### src/common/lcd_consts.svh
`ifndef LCD_CONSTS_SVH
`define LCD_CONSTS_SVH

// ##################################################
// Panel geometry.
// ##################################################
// Visible pixels per line.
`define LCD_WIDTH 240
// Visible lines per frame.
`define LCD_HEIGHT 160
// Width of the pixel column and line indexes.
`define LCD_XY_W 8

// ##################################################
// Controller sequencing.
// ##################################################
// Sequencing counter, sets the start-up length.
`define LCD_COUNT_W 17
// System reset command byte.
`define LCD_CMD_RESET 8'he2

// Gray level per 2-bit pixel value.
`define LCD_GRAY0 4'd0
`define LCD_GRAY1 4'd2
`define LCD_GRAY2 4'd7
`define LCD_GRAY3 4'd15

// Video timing, all in clock cycles or strobe periods.
`define LCD_PX_GAP 4
`define LCD_HBLANK 8
`define LCD_VBLANK 64

`endif

### src/common/lcd_pkg.sv
package lcd_pkg;

	// ##################################################
	// Controller state.
	// ##################################################
	typedef enum logic [1:0] {
		state_off    = 2'd0,
		state_init   = 2'd1,
		state_on     = 2'd2,
		state_uninit = 2'd3
	} ctrl_state_t;

	// ##################################################
	// Pixel stream into the controller.
	// ##################################################
	// One-cycle strobes plus the pixel value.
	typedef struct packed {
		logic       hsync;
		logic       vsync;
		logic       px_out;
		// Valid only with px_out.
		logic [1:0] px;
	} px_stream_t;

	// ##################################################
	// LCD write bus.
	// ##################################################
	// Command byte when cd is low, pixel pair when cd is high.
	typedef union packed {
		logic [7:0] cmd;
		struct packed {
			// Gray level of the odd pixel.
			logic [3:0] odd;
			// Gray level of the even pixel.
			logic [3:0] even;
		} px;
	} lcd_byte_u;

	// Panel latches data and cd whenever write is high.
	typedef struct packed {
		lcd_byte_u data;
		logic      cd;
		logic      write;
	} lcd_bus_t;

endpackage

### src/rtl/video_timing.sv
`timescale 1ns/1ps
`include "lcd_consts.svh"

module video_timing import lcd_pkg::*; (
	input  logic                 clk,
	input  logic                 reset,
	output px_stream_t           stream,
	output logic [`LCD_XY_W-1:0] x,
	output logic [`LCD_XY_W-1:0] y
);

	localparam int XW         = `LCD_XY_W;
	localparam int LINE_SLOTS = `LCD_WIDTH + `LCD_HBLANK;

	// Cycle counter inside one strobe period.
	logic [7:0]    r_gap;
	// Strobe slot inside a line or inside the vertical blank.
	logic [XW-1:0] r_col;
	// Line index, equal to LCD_HEIGHT during vertical blank.
	logic [XW-1:0] r_row;

	logic slot;
	logic vblank;

	// One strobe slot at the start of each period.
	assign slot   = (r_gap == '0);
	assign vblank = (r_row == XW'(`LCD_HEIGHT));

	// ##################################################
	// Strobe decode.
	// ##################################################
	always_comb begin
		stream        = '0;
		// Visible columns of an active line.
		stream.px_out = slot && !vblank && (r_col < XW'(`LCD_WIDTH));
		// First blank slot after the last pixel.
		stream.hsync  = slot && !vblank && (r_col == XW'(`LCD_WIDTH));
		// First slot of the vertical blank.
		stream.vsync  = slot && vblank && (r_col == '0);
	end

	// Position of the current strobe.
	assign x = r_col;
	assign y = r_row;

	// ##################################################
	// Counters.
	// ##################################################
	always_ff @(posedge clk) begin
		if (reset) begin
			r_gap <= '0;
			r_col <= '0;
			r_row <= '0;
		end else if (r_gap == 8'(`LCD_PX_GAP - 1)) begin
			r_gap <= '0;
			if (!vblank) begin
				// Line end wraps the column, steps the line.
				if (r_col == XW'(LINE_SLOTS - 1)) begin
					r_col <= '0;
					r_row <= r_row + 1'b1;
				end else begin
					r_col <= r_col + 1'b1;
				end
			end else if (r_col == XW'(`LCD_VBLANK - 1)) begin
				// Blank done, back to line 0.
				r_col <= '0;
				r_row <= '0;
			end else begin
				r_col <= r_col + 1'b1;
			end
		end else begin
			r_gap <= r_gap + 1'b1;
		end
	end

endmodule

### src/rtl/pattern_gen.sv
`timescale 1ns/1ps
`include "lcd_consts.svh"

module pattern_gen import lcd_pkg::*; (
	input  logic                 clk,
	input  logic                 reset,
	input  px_stream_t           stream_in,
	input  logic [`LCD_XY_W-1:0] x,
	input  logic [`LCD_XY_W-1:0] y,
	output px_stream_t           stream_out
);

	// Frames seen since reset, modulo 4.
	logic [1:0] r_frame;
	logic [1:0] px;

	// ##################################################
	// Pixel rule.
	// ##################################################
	// Bands 8 columns wide, shifted per line and per frame.
	// Two-bit sum wraps modulo 4.
	assign px = x[4:3] + y[1:0] + r_frame;

	// ##################################################
	// Output register.
	// ##################################################
	always_ff @(posedge clk) begin
		if (reset) begin
			r_frame           <= '0;
			stream_out.hsync  <= 1'b0;
			stream_out.vsync  <= 1'b0;
			stream_out.px_out <= 1'b0;
		end else begin
			// Strobes delayed by one cycle.
			stream_out.hsync  <= stream_in.hsync;
			stream_out.vsync  <= stream_in.vsync;
			stream_out.px_out <= stream_in.px_out;
			// Next frame starts after vsync.
			if (stream_in.vsync) begin
				r_frame <= r_frame + 1'b1;
			end
		end
		// Pixel value aligned with its strobe.
		stream_out.px <= px;
	end

endmodule

### src/uc1611/uc1611_ctrl.sv
`timescale 1ns/1ps
`include "lcd_consts.svh"

module uc1611_ctrl import lcd_pkg::*; (
	input  logic       clk,
	input  logic       reset,
	input  logic       disp_on,
	input  px_stream_t stream,
	output lcd_bus_t   bus
);

	localparam int CW = `LCD_COUNT_W;

	// Registered and next state, reference style.
	ctrl_state_t r_state;
	ctrl_state_t state;
	logic [CW-1:0] r_count;
	logic [CW-1:0] count;

	logic       r_insync;
	logic       insync;
	logic       r_oddpx;
	logic       oddpx;
	// Gray level of the buffered even pixel.
	logic [3:0] r_pxbuf;
	logic [3:0] pxbuf;

	lcd_byte_u r_lcd_data;
	lcd_byte_u lcd_data;
	logic      r_lcd_cd;
	logic      lcd_cd;
	logic      lcd_write;

	// ##################################################
	// Init command ROM.
	// ##################################################
	function automatic logic [7:0] init_rom(input logic [3:0] idx);
		case (idx)
			// Mapping control, MY=1 MX=1.
			4'd0:    init_rom = 8'hc6;
			// Line rate 23.2 kHz.
			4'd1:    init_rom = 8'ha1;
			// Panel loading 28 to 40 nF.
			4'd2:    init_rom = 8'h2a;
			// Gray scale, 16 levels.
			4'd3:    init_rom = 8'hd2;
			// Bias ratio 11.
			4'd4:    init_rom = 8'hea;
			// Gain and potentiometer, two bytes.
			4'd5:    init_rom = 8'h81;
			4'd6:    init_rom = 8'h00;
			// Partial display off.
			4'd7:    init_rom = 8'h84;
			// RAM address, page first then column.
			4'd8:    init_rom = 8'h8b;
			// Enable all column sets.
			4'd9:    init_rom = 8'haf;
			// Scroll line zero.
			4'd10:   init_rom = 8'h40;
			4'd11:   init_rom = 8'h50;
			// Page and column zero, resent every frame.
			4'd12:   init_rom = 8'h60;
			4'd13:   init_rom = 8'h70;
			4'd14:   init_rom = 8'h00;
			default: init_rom = 8'h10;
		endcase
	endfunction

	// Two-bit pixel to panel gray level.
	function automatic logic [3:0] gray_of(input logic [1:0] p);
		case (p)
			2'd0:    gray_of = `LCD_GRAY0;
			2'd1:    gray_of = `LCD_GRAY1;
			2'd2:    gray_of = `LCD_GRAY2;
			default: gray_of = `LCD_GRAY3;
		endcase
	endfunction

	// ##################################################
	// Next-state logic.
	// ##################################################
	always_comb begin
		state     = r_state;
		count     = r_count;
		insync    = r_insync;
		oddpx     = r_oddpx;
		pxbuf     = r_pxbuf;
		lcd_data  = r_lcd_data;
		lcd_cd    = r_lcd_cd;
		lcd_write = 1'b0;

		case (r_state)
			state_off: begin
				if (disp_on) begin
					state        = state_init;
					count        = '0;
					lcd_cd       = 1'b0;
					// Reset byte, written on count 0.
					lcd_data.cmd = `LCD_CMD_RESET;
					insync       = 1'b1;
					oddpx        = 1'b0;
				end
			end
			state_init: begin
				if (r_count[CW-1:1] == '0) begin
					lcd_write = !r_count[0];
				end else if (r_count[CW-1:1] == (CW-1)'(1)) begin
					// Set up zero bytes for the RAM clear.
					lcd_cd       = 1'b1;
					lcd_data.cmd = 8'h00;
				end else if (!(&r_count[CW-1:CW-2])) begin
					// RAM clear, one write every other cycle.
					lcd_write = !r_count[0];
				end
				// Command mode ahead of the ROM phase.
				if (r_count[CW-1:CW-5] == 5'b11100) begin
					lcd_cd = 1'b0;
				end
				// ROM phase, one command every two cycles.
				if (&r_count[CW-1:CW-4]) begin
					lcd_write = !r_count[0];
					if (lcd_write) begin
						lcd_data.cmd = init_rom(r_count[4:1]);
					end
					if (r_count[0] && r_count[4:1] == 4'd15) begin
						state = state_on;
					end
				end
				// Sync tracking while commands go out.
				if (stream.vsync) begin
					insync = 1'b1;
				end else if (stream.hsync || stream.px_out) begin
					insync = 1'b0;
				end
				count = r_count + 1'b1;
			end
			state_on: begin
				if (!disp_on) begin
					state        = state_uninit;
					count[0]     = 1'b0;
					lcd_cd       = 1'b0;
					lcd_data.cmd = `LCD_CMD_RESET;
				end else if (stream.vsync) begin
					// Skip reset, clear and wait, resend ROM 12 to 15.
					state  = state_init;
					count  = {4'b1111, (CW-9)'(0), 4'd12, 1'b0};
					lcd_cd = 1'b0;
					insync = 1'b1;
					oddpx  = 1'b0;
				end
			end
			default: begin
				// Reset byte on the first cycle, then off.
				lcd_write = !r_count[0];
				if (r_count[0]) begin
					state = state_off;
				end
				count[0] = 1'b1;
			end
		endcase

		// ##################################################
		// Pixel packer.
		// ##################################################
		if (state == state_on && insync) begin
			lcd_cd = 1'b1;
			if (stream.px_out) begin
				if (!r_oddpx) begin
					// Even pixel, hold it.
					oddpx = 1'b1;
					pxbuf = gray_of(stream.px);
				end else begin
					// Odd pixel completes the pair.
					oddpx            = 1'b0;
					lcd_data.px.even = r_pxbuf;
					lcd_data.px.odd  = gray_of(stream.px);
					lcd_write        = 1'b1;
				end
			end
		end
	end

	assign bus.data  = lcd_data;
	assign bus.cd    = lcd_cd;
	assign bus.write = lcd_write;

	// ##################################################
	// State registers.
	// ##################################################
	always_ff @(posedge clk) begin
		if (reset) begin
			r_state  <= state_off;
			r_count  <= '0;
			r_insync <= 1'b0;
			r_oddpx  <= 1'b0;
		end else begin
			r_state  <= state;
			r_count  <= count;
			r_insync <= insync;
			r_oddpx  <= oddpx;
		end
		r_pxbuf    <= pxbuf;
		r_lcd_data <= lcd_data;
		r_lcd_cd   <= lcd_cd;
	end

endmodule

### src/rtl/lcd_top.sv
`timescale 1ns/1ps
`include "lcd_consts.svh"

module lcd_top import lcd_pkg::*; (
	input  logic       clk,
	input  logic       reset,
	input  logic       disp_on,
	output logic [7:0] lcd_data,
	output logic       lcd_cd,
	output logic       lcd_write,
	output logic       lcd_cs,
	output logic       lcd_read,
	output logic       lcd_vled
);

	// Raw strobes and coordinates from the timing block.
	px_stream_t           timing_stream;
	logic [`LCD_XY_W-1:0] x;
	logic [`LCD_XY_W-1:0] y;
	// Complete stream into the controller.
	px_stream_t           pattern_stream;
	lcd_bus_t             bus;

	// ##################################################
	// Pixel source.
	// ##################################################
	video_timing timing_i (
		.clk    (clk),
		.reset  (reset),
		.stream (timing_stream),
		.x      (x),
		.y      (y)
	);

	pattern_gen pattern_i (
		.clk        (clk),
		.reset      (reset),
		.stream_in  (timing_stream),
		.x          (x),
		.y          (y),
		.stream_out (pattern_stream)
	);

	// ##################################################
	// Panel controller.
	// ##################################################
	uc1611_ctrl ctrl_i (
		.clk     (clk),
		.reset   (reset),
		.disp_on (disp_on),
		.stream  (pattern_stream),
		.bus     (bus)
	);

	// Panel pins.
	assign lcd_data  = bus.data;
	assign lcd_cd    = bus.cd;
	assign lcd_write = bus.write;
	// Write-only bus, chip always selected.
	assign lcd_cs    = 1'b1;
	assign lcd_read  = 1'b0;
	// Backlight follows the display enable.
	assign lcd_vled  = disp_on;

endmodule

### config.mk
export PLATFORM = sky130hd
export DESIGN_NAME = lcd_top
export DESIGN_NICKNAME = d
export VERILOG_FILES = /design/src/common/lcd_pkg.sv /design/src/rtl/video_timing.sv /design/src/rtl/pattern_gen.sv /design/src/uc1611/uc1611_ctrl.sv /design/src/rtl/lcd_top.sv
export VERILOG_INCLUDE_DIRS = /design/src /design/src/common
export SDC_FILE = /design/constraint.sdc
export NUM_CORES = 1
export LEC_CHECK = 0
export ABC_AREA = 1
export BUFFER_PORTS_ARGS = -buffer_cell sky130_fd_sc_hd__buf_2
export CORE_ASPECT_RATIO = 1.5
export CORE_MARGIN = 1
export CORE_UTILIZATION = 55
export DETAILED_ROUTE_END_ITERATION = 12
export PLACE_DENSITY = 0.79
export SETUP_SLACK_MARGIN = 0.5
export SYNTH_ARGS = -nofsm -noshare
export SYNTH_HDL_FRONTEND = slang
export SYNTH_SLANG_ARGS = --single-unit
### constraint.sdc
create_clock -name clk -period 5.2 [get_ports clk]
set_clock_uncertainty 0.1 [all_clocks]
set_input_delay 0.26 -clock clk [delete_from_list [all_inputs] [get_ports clk]]
set_output_delay 0.26 -clock clk [all_outputs]
set_load 0.005 [all_outputs]
==> results.py <==
metrics = {
    "sta": {
        "tightest_slew_ns": 0.588,
        "fmax_mhz": 311,
        "rsz0062_at_grt": "false",
        "post-route-period-util_pct": 61.8,
        "slew_violations": 0,
        "period_minus_slack_ns": 3.21,
        "finalHoldViolCount": 0,
        "setup_viol": 0,
        "setup_tns_ns": 0,
        "worst_slack_ns": 1.99,
        "slew_headroom_pct": 60.4,
    },
    "logic_synthesis": {
        "yosys-mux-area-fraction_pct": 0,
        "synth_cells": 583,
        "yosys.area_share.adder_pct": 5.58,
        "synth_top_family_by_area": "simple AND/OR/NAND/NOR gates",
        "synth-async-reset-ratio_pct": 0,
        "yosysWarnings": 0,
        "synth_flop_cell": "dfxtp_1",
        "synth_seq_cells": 72,
        "synth_top_area_share_pct": 33.1,
        "synth_compound_area_share_pct": 11.2,
        "synth_cell_type_count": 52,
        "synth.cell_area_mm2": 0.00417,
        "synth.avg_cell_area_um2": 7.16,
        "synthTopCellsByArea": "dfxtp_1 (33%), nand2_1 (12%), inv_1 (6.2%), nand3_1 (5.6%), ha_1 (5.1%)",
        "synth_enable_flop_cells": 3,
        "synth_nets": 604,
        "synth.yosys.seq_area_share_pct": 35.3,
        "yosys.area.top_type": "dfxtp_1",
        "synth_xor_area_share_pct": 1.68,
        "synth-simple-area-share_pct": 36.6,
    },
    "run": {
        "cap_violations": 0,
    },
    "clock_network": {
        "cts_setup_buffers": 0,
        "clock-sinks": 72,
        "ctsResizeCount": 0,
        "htreeDepth": 3,
        "cts_buffers": 9,
        "cts_hold_buffers": 0,
        "clock_latency_ns": 0.35,
        "cts_tree": "yes",
        "clock_path_buffers": 2,
        "root_buffer": "clkbuf_8",
        "clk_pin_slew_ns": 0.08,
    },
    "die": {
        "die_h_um": 109,
        "initial_core_util_pct": 57.4,
        "coreArea_mm2": 0.00727,
        "boundaryPins": 16,
        "rows": 38,
        "fp.dieW_um": 73.1,
        "die_area_mm2": 0.00795,
    },
    "route": {
        "drt_iter0_markers": 196,
        "firstDrtPassIters": 5,
        "drcViolationCount": 0,
        "via_per_inst": 5.43,
        "vias": 3803,
        "antenna_left": 0,
        "wire_per_inst_um": 13.4,
        "drt_wl_total_um": 9390,
    },
    "critical_path": {
        "r2r_start": "ctrl_i.r_state[1]$_SDFF_PP0_",
        "cp-start-kind": "register",
        "r2r_setup_slack_ns": 2.41,
        "reg2reg_depth": 8,
        "critPathKind": "reg2out",
        "end_kind": "primary output",
        "crit_start": "ctrl_i.r_state[1]$_SDFF_PP0_",
        "crit_fanout": 14,
        "worstPathRequired_ns": 4.84,
        "worstReg2RegEnd": "ctrl_i.r_pxbuf[3]$_DFFE_PP_",
        "cp.arrival_ns": 2.85,
    },
    "placement": {
        "detailedPlace.worstSlack_ns": 2.38,
        "hpwl_um": 7130,
        "gp_congestion": 0.889,
        "io_buffer_count": 13,
        "dp_cells": 684,
    },
    "pwr": {
        "p_total_mw": 1.13,
        "ir_drop_mv": 0.155,
        "p_leak_nw": 1.92,
        "power.density_mw_per_mm2": 253,
    },
    "finish": {
        "area_growth_syn_to_layout_pct": 6.71,
        "fin_util_pct": 61.2,
        "nets": 616,
        "drive_above_1_share_pct": 13.7,
        "stdcell_count": 700,
        "antenna_cells": 0,
    },
    "global_routing": {
        "grt_pass1_wl_um": 15700,
        "grt_pass1_vias": 3572,
        "grt_use_total_pct": 25.4,
        "grt_antenna_before_repair": 0,
        "grt_max_degree": 24,
        "grt-ovfl-total": 0,
    },
    "hold_path": {
        "holdCritPathClass": "in2reg",
        "hold_path_startpoint": "reset",
        "min_to": "ctrl_i.r_state[0]$_SDFF_PP0_",
        "hold_depth": 2,
    },
    "run_status": {
        "status": "finished, final reports clean",
    },
}
-- metal layers --
layer	global-route usage [%]	wire, um
met5	0	0
met4	13.7	227
met1	26.8	3770
met2	46.6	5000
met3	4.71	397
-- critical path: stages (launching register included) --
cell and delay (ns):
dfxtp_1 0.33, inv_1 0.13, ha_1 0.51, inv_2 0.13, nor2_1 0.36, nand2_2 0.14, a21oi_4 0.21, nand4_2 0.30
nand2_1 0.15, nand2_1 0.06, inv_1 0.07, buf_2 0.11
-- cell usage in the layout (no fill, tap or decap), types with 4 or more instances in the layout --
cell / Yosys / routed
nor3_1: 26 / 26
clkbuf_8: 0 / 9
nor3b_1: 4 / 4
buf_2: 2 / 13
dfxtp_1: 69 / 69
nor4_1: 5 / 5
o211ai_1: 5 / 5
nor2_1: 52 / 52
nor2_2: 6 / 6
inv_2: 12 / 12
nand2_2: 9 / 9
ha_1: 17 / 17
nand3_1: 47 / 47
a21oi_1: 36 / 36
nand2_1: 131 / 131
a211oi_1: 6 / 6
inv_1: 69 / 69
nand4_1: 11 / 11
xor2_1: 5 / 5
o21ai_0: 11 / 11
-- Yosys cell counts, types with 2 or more instances --
| master | n |
|---|---|
| a211oi_1 | 6 |
| a21oi_1 | 36 |
| a21oi_2 | 2 |
| a21oi_4 | 2 |
| a22oi_1 | 3 |
| buf_2 | 2 |
| buf_4 | 5 |
| buf_6 | 2 |
| clkbuf_1 | 3 |
| clkinv_1 | 2 |
| conb_1 | 2 |
| dfxtp_1 | 69 |
| edfxtp_1 | 3 |
| ha_1 | 17 |
| inv_1 | 69 |
| inv_2 | 12 |
| nand2_1 | 131 |
| nand2_2 | 9 |
| nand3_1 | 47 |
| nand3_2 | 3 |
| nand4_1 | 11 |
| nor2_1 | 52 |
| nor2_2 | 6 |
| nor2_4 | 3 |
| nor3_1 | 26 |
| nor3_2 | 2 |
| nor3b_1 | 4 |
| nor4_1 | 5 |
| nor4_2 | 2 |
| o211ai_1 | 5 |
| o21ai_0 | 11 |
| o21ai_1 | 2 |
| o21ai_2 | 2 |
| o31ai_2 | 2 |
| or2_2 | 2 |
| xnor2_1 | 3 |
| xor2_1 | 5 |
-- power by group --
part | internal (mW) | leakage (nW) | total, mW | switching, mW
clock | 0.175 | 0.0866 | 0.393 | 0.219
combinational | 0.0499 | 1.25 | 0.148 | 0.0985
sequential | 0.573 | 0.589 | 0.586 | 0.0131
-- cells by family (layout without fill, tap and decap cells) --
kind of cell | after synthesis | count (layout)
buffers and inverters | 96 | 113
AO/OA/AOI/OAI | 74 | 74
adder cells (fa/ha/maj) | 18 | 18
other | 2 | 2
flip-flops | 72 | 72
XOR/XNOR | 8 | 8
AND/OR/NAND/NOR | 313 | 313
-- worst max path at each step --
stage	to	slack (ns)
after floorplan	register	2.84
after global placement	lcd_data[7]	2.47
after detailed placement	lcd_data[4]	2.38
after CTS	lcd_data[4]	1.99
after global routing	lcd_data[2]	1.71
final	lcd_data[4]	1.99
-- per-stage QoR --
step	area, um2	hold slack [ns]
final	4450	0.273
after global routing	4450	0.302
after CTS	4450	0.260
after detailed placement	4280	0.340
after global placement	4280	0.327
after floorplan	4170	0.317
-- area by class of cell --
| cell class | count | area (um2) |
|---|---|---|
| clock buffer | 10 | 128 |
| clock inverter | 6 | 43.8 |
| fill | 685 | 2820 |
| inverter | 84 | 317 |
| multi-input combinational | 415 | 2300 |
| sequential | 72 | 1470 |
| tap | 100 | 125 |
| timing repair buffer | 13 | 65.1 |
No activity file was read; power rests on OpenSTA's default activity.
